===== src/source/cart_bus_pkg.sv =====
`default_nettype none

package cart_bus_pkg;

    // Z80 side of the cartridge slot
    parameter int cpu_addr_w = 16;
    parameter int cpu_data_w = 8;

    // Flat ROM space behind the mapper, 128 MB of byte addresses
    parameter int rom_addr_w = 27;

    // ROM size in bytes, up to 32 MB
    parameter int rom_size_w = 25;

    // Bank entry: bit 8 marks an unmapped page, bits 7:0 hold the block
    parameter int bank_entry_w = 9;

    parameter logic [bank_entry_w-1:0] bank_unmapped = 9'h100;

endpackage

`default_nettype wire


===== src/source/mapper_pkg.sv =====
`default_nettype none

package mapper_pkg;

    // Mapper families known to the slot configuration
    typedef enum logic [3:0] {
        mapper_none        = 4'd0,
        mapper_generic8kb  = 4'd1,
        mapper_generic16kb = 4'd2
    } mapper_type_t;

    // The 64 KB CPU space splits into eight 8 KB pages
    parameter int page_count = 8;

    // Byte offset bits inside one 8 KB page
    parameter int page_offset_w = 13;

    // Bank select writes land in 4000h up to, but not including, C000h
    parameter logic [15:0] bank_window_lo = 16'h4000;
    parameter logic [15:0] bank_window_hi = 16'hC000;

endpackage

`default_nettype wire


===== src/source/cart_bus_decoder.sv =====
`timescale 1ns/1ps
`default_nettype none

module cart_bus_decoder
    import cart_bus_pkg::*, mapper_pkg::*;
#(
    parameter int num_slots = 2,
    localparam int slot_w = (num_slots > 1) ? $clog2(num_slots) : 1,
    localparam int page_w = $clog2(page_count)
) (
    input  wire logic                    clock_bus,
    input  wire logic                    rst_n,
    input  wire logic                    ce_3m58_p,
    input  wire logic                    mreq,
    input  wire logic                    wr,
    input  wire logic [cpu_addr_w-1:0]   addr,
    input  wire logic [cpu_data_w-1:0]   data,
    input  wire logic [slot_w-1:0]       slot_id,
    input  mapper_type_t                 mapper_type,
    input  wire logic [rom_size_w-1:0]   rom_size,
    output logic                         map_sel,
    output logic                         bank_we,
    output logic [slot_w-1:0]            bank_wr_slot,
    output logic [page_w-1:0]            bank_wr_page,
    output logic                         bank_wr_pair,
    output logic [bank_entry_w-1:0]      bank_wr_entry
);

    logic       is_16kb;
    logic       in_window;
    logic [7:0] nr_blocks;
    logic [7:0] block_mask;
    logic [7:0] block;
    logic       active_q;

    // Only the generic types respond on the bus
    assign map_sel = ((mapper_type == mapper_generic8kb) ||
                      (mapper_type == mapper_generic16kb)) && mreq;

    assign is_16kb   = (mapper_type == mapper_generic16kb);
    assign in_window = (addr >= bank_window_lo) && (addr < bank_window_hi);

    // Writes only count on the 3.58 MHz enable pulse
    assign bank_we = map_sel && wr && in_window && ce_3m58_p;

    // Number of blocks in the ROM, truncated to a byte as the hardware does
    assign nr_blocks = is_16kb ? 8'(rom_size >> (page_offset_w + 1))
                               : 8'(rom_size >> page_offset_w);
    assign block_mask = nr_blocks - 8'd1;

    // Out of range block numbers wrap through the mask first
    assign block = (data < nr_blocks) ? data : (data & block_mask);

    // Still out of range after the mask, e.g. for non power of two sizes
    assign bank_wr_entry = (block < nr_blocks) ? {1'b0, block} : bank_unmapped;

    assign bank_wr_slot = slot_id;
    assign bank_wr_pair = is_16kb;

    // A 16 KB page always starts on the even 8 KB half
    assign bank_wr_page = is_16kb ? {addr[cpu_addr_w-1 -: 2], 1'b0}
                                  : addr[cpu_addr_w-1 -: page_w];

    // High from the first cycle after reset is released
    always_ff @(posedge clock_bus) begin
        if (!rst_n) begin
            active_q <= 1'b0;
        end else begin
            active_q <= 1'b1;
        end
    end

    a_we_needs_sel_wr: assert property (
        @(posedge clock_bus) disable iff (!active_q)
        bank_we |-> (map_sel && wr)
    );

endmodule

`default_nettype wire


===== src/source/bank_register_file.sv =====
`timescale 1ns/1ps
`default_nettype none

module bank_register_file
    import cart_bus_pkg::*, mapper_pkg::*;
#(
    parameter int num_slots = 2,
    localparam int slot_w = (num_slots > 1) ? $clog2(num_slots) : 1,
    localparam int page_w = $clog2(page_count)
) (
    input  wire logic                    clock_bus,
    input  wire logic                    rst_n,
    input  wire logic                    bank_we,
    input  wire logic [slot_w-1:0]       bank_wr_slot,
    input  wire logic [page_w-1:0]       bank_wr_page,
    input  wire logic                    bank_wr_pair,
    input  wire logic [bank_entry_w-1:0] bank_wr_entry,
    input  wire logic [slot_w-1:0]       rd_slot,
    input  wire logic [page_w-1:0]       rd_page,
    output logic [bank_entry_w-1:0]      rd_entry
);

    logic [bank_entry_w-1:0] bank [num_slots][page_count];
    logic [page_w-1:0]       even_page;
    logic [page_w-1:0]       odd_page;
    logic                    rst_seen;

    // Power-on layout: pages 2 to 5 show blocks 0 to 3, the rest is unmapped
    function automatic logic [bank_entry_w-1:0] reset_entry(input int page);
        if ((page >= 2) && (page <= 5)) begin
            return bank_entry_w'(page - 2);
        end
        return bank_unmapped;
    endfunction

    assign even_page = {bank_wr_page[page_w-1:1], 1'b0};
    assign odd_page  = {bank_wr_page[page_w-1:1], 1'b1};

    always_ff @(posedge clock_bus) begin
        if (!rst_n) begin
            for (int s = 0; s < num_slots; s++) begin
                for (int p = 0; p < page_count; p++) begin
                    bank[s][p] <= reset_entry(p);
                end
            end
        end else if (bank_we) begin
            if (bank_wr_pair) begin
                // 16 KB mapper: both halves get the same block
                bank[bank_wr_slot][even_page] <= bank_wr_entry;
                bank[bank_wr_slot][odd_page]  <= bank_wr_entry;
            end else begin
                bank[bank_wr_slot][bank_wr_page] <= bank_wr_entry;
            end
        end
    end

    // Read port is combinational, so a write shows up on the next cycle
    assign rd_entry = bank[rd_slot][rd_page];

    always_ff @(posedge clock_bus) begin
        if (!rst_n) begin
            rst_seen <= 1'b0;
        end else begin
            rst_seen <= 1'b1;
        end
    end

    // The decoder must hand over an even page whenever it asks for a pair
    a_pair_even: assert property (
        @(posedge clock_bus) disable iff (!rst_seen)
        (bank_we && bank_wr_pair) |-> !bank_wr_page[0]
    );

    a_slot_range: assert property (
        @(posedge clock_bus) disable iff (!rst_seen)
        bank_we |-> (int'(bank_wr_slot) < num_slots)
    );

endmodule

`default_nettype wire


===== src/source/rom_address_translator.sv =====
`timescale 1ns/1ps
`default_nettype none

module rom_address_translator
    import cart_bus_pkg::*, mapper_pkg::*;
(
    input  wire logic                    map_sel,
    input  wire logic                    rd,
    input  wire logic [cpu_addr_w-1:0]   addr,
    input  mapper_type_t                 mapper_type,
    input  wire logic [rom_size_w-1:0]   rom_size,
    input  wire logic [bank_entry_w-1:0] rd_entry,
    output logic                         ram_cs,
    output logic [rom_addr_w-1:0]        ram_addr
);

    logic                  unmapped;
    logic [7:0]            block;
    logic [rom_addr_w-1:0] flat_8kb;
    logic [rom_addr_w-1:0] flat_16kb;
    logic [rom_addr_w-1:0] flat_addr;
    logic [rom_addr_w-1:0] rom_limit;
    logic                  in_range;

    assign {unmapped, block} = rd_entry;

    // Block number scaled by the page size, then the offset inside the page
    assign flat_8kb  = rom_addr_w'({block, addr[page_offset_w-1:0]});
    assign flat_16kb = rom_addr_w'({block, addr[page_offset_w:0]});

    assign flat_addr = (mapper_type == mapper_generic8kb) ? flat_8kb : flat_16kb;

    // Anything past the end of the image is treated as open bus
    assign rom_limit = rom_addr_w'(rom_size);
    assign in_range  = (flat_addr < rom_limit);

    assign ram_cs   = map_sel && rd && !unmapped && in_range;
    assign ram_addr = ram_cs ? flat_addr : '1;

    // Checked once the combinational inputs have settled
    always_comb begin
        if (ram_cs) begin
            a_cs_in_rom: assert final (ram_addr < rom_limit);
        end
    end

endmodule

`default_nettype wire


===== src/source/cart_mapper_top.sv =====
`timescale 1ns/1ps
`default_nettype none

module cart_mapper_top
    import cart_bus_pkg::*, mapper_pkg::*;
#(
    parameter int num_slots = 2,
    localparam int slot_w = (num_slots > 1) ? $clog2(num_slots) : 1,
    localparam int page_w = $clog2(page_count)
) (
    input  wire logic                  clock_bus,
    input  wire logic                  rst_n,
    input  wire logic                  ce_3m58_p,
    input  wire logic                  mreq,
    input  wire logic                  rd,
    input  wire logic                  wr,
    input  wire logic [cpu_addr_w-1:0] addr,
    input  wire logic [cpu_data_w-1:0] data,
    input  wire logic [slot_w-1:0]     slot_id,
    input  mapper_type_t               mapper_type,
    input  wire logic [rom_size_w-1:0] rom_size,
    output logic                       ram_cs,
    output logic [rom_addr_w-1:0]      ram_addr
);

    logic                    map_sel;
    logic                    bank_we;
    logic [slot_w-1:0]       bank_wr_slot;
    logic [page_w-1:0]       bank_wr_page;
    logic                    bank_wr_pair;
    logic [bank_entry_w-1:0] bank_wr_entry;
    logic [bank_entry_w-1:0] rd_entry;

    cart_bus_decoder #(
        .num_slots (num_slots)
    ) u_cart_bus_decoder (
        .clock_bus     (clock_bus),
        .rst_n         (rst_n),
        .ce_3m58_p     (ce_3m58_p),
        .mreq          (mreq),
        .wr            (wr),
        .addr          (addr),
        .data          (data),
        .slot_id       (slot_id),
        .mapper_type   (mapper_type),
        .rom_size      (rom_size),
        .map_sel       (map_sel),
        .bank_we       (bank_we),
        .bank_wr_slot  (bank_wr_slot),
        .bank_wr_page  (bank_wr_page),
        .bank_wr_pair  (bank_wr_pair),
        .bank_wr_entry (bank_wr_entry)
    );

    // Read side indexes the table by the current slot and the top address bits
    bank_register_file #(
        .num_slots (num_slots)
    ) u_bank_register_file (
        .clock_bus     (clock_bus),
        .rst_n         (rst_n),
        .bank_we       (bank_we),
        .bank_wr_slot  (bank_wr_slot),
        .bank_wr_page  (bank_wr_page),
        .bank_wr_pair  (bank_wr_pair),
        .bank_wr_entry (bank_wr_entry),
        .rd_slot       (slot_id),
        .rd_page       (addr[cpu_addr_w-1 -: page_w]),
        .rd_entry      (rd_entry)
    );

    rom_address_translator u_rom_address_translator (
        .map_sel     (map_sel),
        .rd          (rd),
        .addr        (addr),
        .mapper_type (mapper_type),
        .rom_size    (rom_size),
        .rd_entry    (rd_entry),
        .ram_cs      (ram_cs),
        .ram_addr    (ram_addr)
    );

endmodule

`default_nettype wire


===== config.mk =====
export PLATFORM = sky130hd
export DESIGN_NAME = cart_mapper_top
export DESIGN_NICKNAME = d
export VERILOG_FILES = /design/src/source/cart_bus_pkg.sv /design/src/source/mapper_pkg.sv /design/src/source/cart_bus_decoder.sv /design/src/source/bank_register_file.sv /design/src/source/rom_address_translator.sv /design/src/source/cart_mapper_top.sv
export SDC_FILE = /design/constraint.sdc
export NUM_CORES = 1
export LEC_CHECK = 0
export ABC_AREA = 1
export BUFFER_PORTS_ARGS = -buffer_cell sky130_fd_sc_hd__buf_4
export CORE_MARGIN = 2
export CORE_UTILIZATION = 55
export CTS_CLUSTER_SIZE = 24
export DETAILED_ROUTE_END_ITERATION = 8
export MAX_ROUTING_LAYER = met4
export PLACE_DENSITY = 0.79
export SYNTH_ARGS = -nofsm -noshare
export SYNTH_HDL_FRONTEND = slang
export SYNTH_SLANG_ARGS = --single-unit

===== constraint.sdc =====
create_clock -name clock_bus -period 8.52 [get_ports clock_bus]
set_input_delay 0.426 -clock clock_bus [delete_from_list [all_inputs] [get_ports clock_bus]]
set_output_delay 0.426 -clock clock_bus [all_outputs]
set_load 0.05 [all_outputs]

==> results.md, run 1 <==
- Status: finished, final reports clean
- Pin count of the biggest net entering global routing: 75
- First-pass GRT wire length: 32900 µm
- Critical Path, Cell by Cell: buf_4 -> inv_1 -> o21ai_0 -> o221ai_1 -> nand3_1 -> nand2_1 -> inv_1 -> o21ai_0 -> ha_1 -> nand2_1 -> inv_1 -> nand3_1 -> nor3_1 -> o21ai_0 -> inv_1 -> o21ai_0 -> and2_1 -> inv_1 -> or2_2 -> buf_4
- Postcts setup bufs: 0
- Most frequent cells in the layout: nor2_1, edfxtp_1, buf_4, o21ai_0, nand2_1
- Synth Area in Compound Gates: 13.2%
- PnR worst setup slack: 3670 ps
- Final antenna-violating net count: 0
- Met3 WL: 2060 µm
- Synthesized flop and latch total: 144
- I/O pin count: 88
- Tightest Hold Check Type: in -> reg
- Clk buf depth: 2
- Fin. max-slew vios: 0
- Sw Pwr: 0.443 mW
- Power Density: 201 nW/µm²
- Synth-to-Final Area Change: 17.7%
- Most used cell along the critical path: inv_1
- Largest family of logic cells by synthesized area: simple AND/OR/NAND/NOR gates
- CTS sink count: 144
- Die width: 124 µm
- CP Capture Type: output port
- Clock Pin Slew Worst Setup and Hold Paths: 60 ps
- # H-tree levels: 4
- Leading area contributor after synthesis: edfxtp_1
- DR pass1 iterations: 6
- Iter 0 DRT Violations: 1094
- Measured slew at the worst slew-check pin: 1200 ps
- Max-cap viol count: 0
- Leakage: 3.55 nW
- Arr. time, crit path: 4430 ps
- Diode count: 0
- Commonest non-fill, non-tap cell in the layout: nor2_1
- Critical Path Max Stage Delay: 850 ps
- Setup Crit Path Kind: in -> out
- Routed length on met2: 10100 µm
- Metal-1 WL: 8390 µm
- Share of the synthesized area in the top cell type: 54.5%
- Avg Synthesized Cell Area: 9.82 µm²
- Synth Cell Area: 7940 µm²
- Ys Warns: 0
- Hold wc startpoint: rst_n
- Clock root cell: clkbuf_16
- Hpwl dp: 14600 µm
- CTS tree: done
- Starting Density: 56.7%
- Final Cell Area: 9340 µm²
- Core Area: 14000 µm²
- Hold Worst Slack: 488 ps
- Post-synthesis async set-or-reset flop share: 0%
- Post-synthesis xor/xnor area fraction: 0.331%
- Logic gate share of total power: 11.9%
- WHS Endpoint: u_bank_register_file.bank[1][17]
- Number of port buffers: 87
- Post_cts resized: 0
- DRT Wirelength: 21100 µm
- Top Metal Used: met4
- Clock Power Share: 44.1%
- Overflow after GRT: 0
- RSZ-0062 raised after global routing: no
- Worst relative slew slack: 19.3%
- Total track usage: 30.0%
- Wire per inst: 19.6 µm
- Drc violations: 0
- Tcrit/Tclk final: 57.0%
- Vert. Die Dim: 124 µm
- Sequential share of power: 44.0%
- Synth top area cells: edfxtp_1, nor2_1, o21ai_0, ha_1, nand2_1
- Post-DP Area: 8690 µm²
- Post-synth EDFFs: 144
- Average vias per placed instance: 5.97
- Synth unique cells: 47
- Setup tns final: 0 ps
- VDD IR max: 0.160 mV
- Max Clk Rate: 0.206 GHz
- Cells after Synth: 808
- Worst-path fanout max: 38
- Simple-gate share of the synthesized area: 20.1%
- Switching Share: 23.6%
- Vias in the first global route: 6043
- Initial antenna violation count: 0
- Hold Fails Final Rpt: 0
- Gpl congestion: 0.910
- Fraction of layout cells with a size suffix above 1: 20.4%
- Biggest register: u_bank_register_file.bank
- Biggest regs: u_bank_register_file.bank: 144 flops
- Synth Flop Type: edfxtp_1
- Final setup fails: 0
- Row cnt: 43
- Syn Nets: 904
- Fin util: 66.8%
- Internal: 1.43 mW
- Pre-CTS WS: 3800 ps
- Final #Nets: 978
- Via count: 6413
- Hold path depth: 2
- Post-synthesis mux area share: 0%
- Number of CTS-inserted buffers: 17
- Critical Path RT: 8090 ps
- Sequential element share of the synthesized area: 54.5%
- Die area: 15400 µm²
- CP max-delay cell: inv_1
- Crit path launch type: input pin
- Post-Synth Adder-Cell Area: 5.68%
- Clock period minus worst slack: 4850 ps
- Number of hold buffers added after cts: 0
- Largest register FFs: 144
[metrics by stage]
| step | power [mW] | instances |
|---|---|---|
| floorplan | 0.981 | 808 |
| global route | 1.93 | 1074 |
| CTS | 1.87 | 1074 |
| detailed placement | 1.06 | 1043 |
| finish | 1.88 | 1074 |
| global placement | 1.05 | 1043 |
[area by class of cell]
cell class / count / area [µm²]
Clock buffer: 20 / 437
Clock inverter: 11 / 213
Fill cell: 1110 / 4650
Inverter: 85 / 319
Multi-Input combinational cell: 541 / 3120
Sequential cell: 144 / 4320
Tap cell: 180 / 225
Timing Repair Buffer: 93 / 698
[power groups by stage]
stage | sequential, mW | combinational [mW] | clock [mW]
finish | 0.825 | 0.224 | 0.827
global route | 0.827 | 0.247 | 0.858
CTS | 0.824 | 0.222 | 0.824
detailed placement | 0.839 | 0.220 | 0
global placement | 0.837 | 0.217 | 0
floorplan | 0.833 | 0.148 | 0
[synthesized netlist by cell type (all sizes together) (9+ instances only)]
library cell	number
nor2	175
edfxtp	144
o21ai	96
nand2	89
inv	81
ha	36
clkbuf	30
o221ai	28
nand3	25
or2	21
a21oi	14
nor3	11
o22ai	9
[cells by family (layout without fill, tap and decap cells)]
family          after synthesis  after routing
simple gates                332            332
compound gates              170            170
flops                       144            144
buf+inv                     123            209
fa+ha+maj                    36             36
xor+xnor                      3              3
[worst max-delay path: cells and delay by family]
| family | cells | cell delay, ps |
|---|---|---|
| buffers and inverters | 7 | 1690 |
| adders and majority gates | 1 | 300 |
| and+or+nand+nor | 7 | 1040 |
| AOI/OAI and AO/OA | 5 | 950 |
[per-layer routing]
metal | vias to the layer above | global-route usage (%)
met5 | - | -
met4 | 0 | 9.20
met3 | 33 | 5.68
met2 | 373 | 46.5
met1 | 3034 | 40.6
li1 | 2973 | -
[how the worst max path moves through the flow]
| stage | start | cells past startpoint | to | slack (ps) |
|---|---|---|---|---|
| 3_3_place_gp | addr[13] | 17 | ram_addr[20] | 3850 |
| 5_1_grt | slot_id | 21 | ram_addr[8] | 3250 |
| 4_1_cts | addr[13] | 20 | ram_addr[14] | 3750 |
| 3_5_place_dp | addr[13] | 20 | ram_addr[14] | 3800 |
| 6_report | addr[13] | 20 | ram_addr[14] | 3670 |
| 2_1_floorplan | mapper_type[1] | 18 | u_bank_register_file.bank[1][0] | 4070 |
(Power assumes the default switching activity.)
==> inputs of run 2 (changes only) <==
- CORE_UTILIZATION: 55 -> 54
- PLACE_DENSITY: 0.79 -> 0.8
- clock period: 8.52 -> 4.3 ns (I/O delays scaled with it)
==> run 2 against run 1 <==
Sequential cell count did not move; die area rose by 1.8%; clock power rose by 86%; largest power group is now sequential cells; non-clock buffer count rose by 18; sequential power rose by 98%; critical path type unchanged.
==> results.md, run 2 (synthesis results as in run 1) <==
- Hold path depth: 4 (+2)
- Pre-CTS WS: 93.1 ps (-3700 ps)
- Met2 Use GR: 45.3% (-1.2 points)
- First-pass GRT wire length: 33700 µm (+2.6%)
- CP Capture Type: output port
- Die width: 125 µm (+0.89%)
- Total track usage: 28.6% (-1.4 points)
- Most used cell along the critical path: buf_4
- VDD IR max: 0.352 mV (+120%)
- Measured slew at the worst slew-check pin: 643 ps (-559 ps)
- Commonest non-fill, non-tap cell in the layout: nor2_1
- Clock period minus worst slack: 4000 ps
- Vert. Die Dim: 125 µm (+0.89%)
- Overflow after GRT: 0 (unchanged)
- Number of CTS-inserted buffers: 17 (unchanged)
- Final antenna-violating net count: 0 (unchanged)
- Register area: 4320 µm² (unchanged)
- # H-tree levels: 4 (unchanged)
- Biggest regs: u_bank_register_file.bank: 144 flops
- I/O pin count: 88 (unchanged)
- PnR worst setup slack: 301 ps (-3370 ps)
- Hold Fails Final Rpt: 0 (unchanged)
- Setup tns final: 0 ps (unchanged)
- Fin. max-slew vios: 0 (unchanged)
- Postcts setup bufs: 0 (unchanged)
- Bufs and invs on worst path: 6 (-1)
- Met1 Usage GRT: 35.3% (-5.2 points)
- Via count: 6554 (+2.2%)
- Clock root cell: clkbuf_16
- Iter 0 DRT Violations: 1006 (-8.0%)
- Post-DP Area: 8850 µm² (+1.9%)
- Critical Path RT: 4090 ps (-4000 ps)
- Global routing's busiest layer: met2
- CTS sink count: 144 (unchanged)
- Starting Density: 55.0% (-1.7 points)
- Wire per inst: 19.7 µm (about the same)
- Critical Path, Cell by Cell: buf_4 -> inv_1 -> buf_4 -> buf_4 -> o21ai_0 -> o221ai_1 -> o211ai_1 -> nand2_1 -> nand2_1 -> o21ai_1 -> ha_1 -> a21oi_1 -> o21a_1 -> o221ai_1 -> o21ai_0 -> and2_1 -> clkinvlp_4 -> or2_2 -> buf_4
- Arr. time, crit path: 3780 ps (-650 ps)
- RSZ-0062 raised after global routing: no
- Most frequent cells in the layout: nor2_1, edfxtp_1, buf_4, o21ai_0, nand2_1
- Filler cell count: 1133 (+2.1%)
- Worst-path fanout max: 25 (-34%)
- Final #Nets: 996 (+1.8%)
- CP Depth: 19 (-5.0%)
- Largest register FFs: 144 (unchanged)
- Fin util: 65.7% (-1.0 points)
- Average vias per placed instance: 5.97 (about the same)
- Max Clk Rate: 0.250 GHz
- Biggest register: u_bank_register_file.bank
- Row cnt: 44 (+2.3%)
- Hpwl dp: 14800 µm (+1.5%)
- Clk buf depth: 2 (unchanged)
- Die area: 15700 µm² (+1.8%)
- Status: finished, final reports clean
- Critical Path Max Stage Delay: 370 ps (-480 ps)
- Power Density: 384 nW/µm² (+91%)
- Number of port buffers: 87 (unchanged)
- Post_cts resized: 0 (unchanged)
- Vias in the first global route: 6295 (+4.2%)
- Leakage: 3.64 nW (+2.6%)
- Number of hold buffers added after cts: 0 (unchanged)
- CTS tree: done
- Max-cap viol count: 0 (unchanged)
- Tightest Hold Check Type: in -> reg
- Setup Crit Path Kind: in -> out
- Synth-to-Final Area Change: 19.5%
- Fraction of layout cells with a size suffix above 1: 22.7% (+2.3 points)
- Core Area: 14400 µm² (+3.1%)
- Tcrit/Tclk final: 93.0%
- Delay-heaviest family, CP: buffers and inverters
- Initial antenna violation count: 0 (unchanged)
- Pin count of the biggest net entering global routing: 74 (-1.3%)
- Gpl congestion: 0.959 (+5.3%)
- Drc violations: 0 (unchanged)
- Met3 Use GR: 6.93% (+1.3 points)
- Footprint of the multi-input gates: 3120 µm² (unchanged)
- DRT Wirelength: 21600 µm (+2.2%)
- Worst relative slew slack: 57.1% (+38 points)
- Clock Pin Slew Worst Setup and Hold Paths: 60 ps (about the same)
- CP max-delay cell: or2_2
- Final Cell Area: 9480 µm² (+1.6%)
- Diode count: 0 (unchanged)
- DR pass1 iterations: 5 (-1)
- Final setup fails: 0 (unchanged)
- Crit path launch type: input pin
run 2: cell types whose count changed in the layout (fill, tap and decap cells not counted), sizes merged:
| cell | delta |
|---|---|
| bufinv | -2 |
| clkinv | +5 |
| clkbuf | -3 |
| clkinvlp | +1 |
| buf | +18 |
run 2: per-stage QoR:
stage	instances	power, mW	hold WS (ps)
floorplan	808	1.94	548
finish	1097	3.64	323
CTS	1097	3.63	313
detailed placement	1065	2.11	750
global route	1097	3.74	347
global placement	1065	2.10	741
run 2: area by class of cell:
cell class | count | area share (%)
clock inverters | 15 | 2.03
multi-input cells | 541 | 32.9
flip-flops and latches | 144 | 45.6
inverters | 85 | 3.44
repair buffers | 111 | 9.09
clock buffers | 17 | 4.49
well taps | 184 | 2.43
run 2: path summary, 6_finish.rpt:
| path | start | slack [ps] | endpoint |
|---|---|---|---|
| max | addr[13] | 300 | ram_addr[2] |
| min | mreq | 320 | u_bank_register_file.bank[1][28] |
run 2: routing by layer:
metal	vias up	share of wire, %
met1	3085	37
met4	0	3.8
met5	-	0
met3	81	9.6
met2	379	49
li1	3009	-
run 2: power by group:
part | internal, mW | leakage (nW) | switching (mW)
registers | 1.61 | 1.38 | 0.0196
logic | 0.160 | 1.96 | 0.308
clock network | 0.967 | 0.307 | 0.572
run 2: tightest hold or removal path, stage by stage:
cell     delay [ps]
buf_4           110
o21ai_2          80
nor2_4          120
nand2_1         110
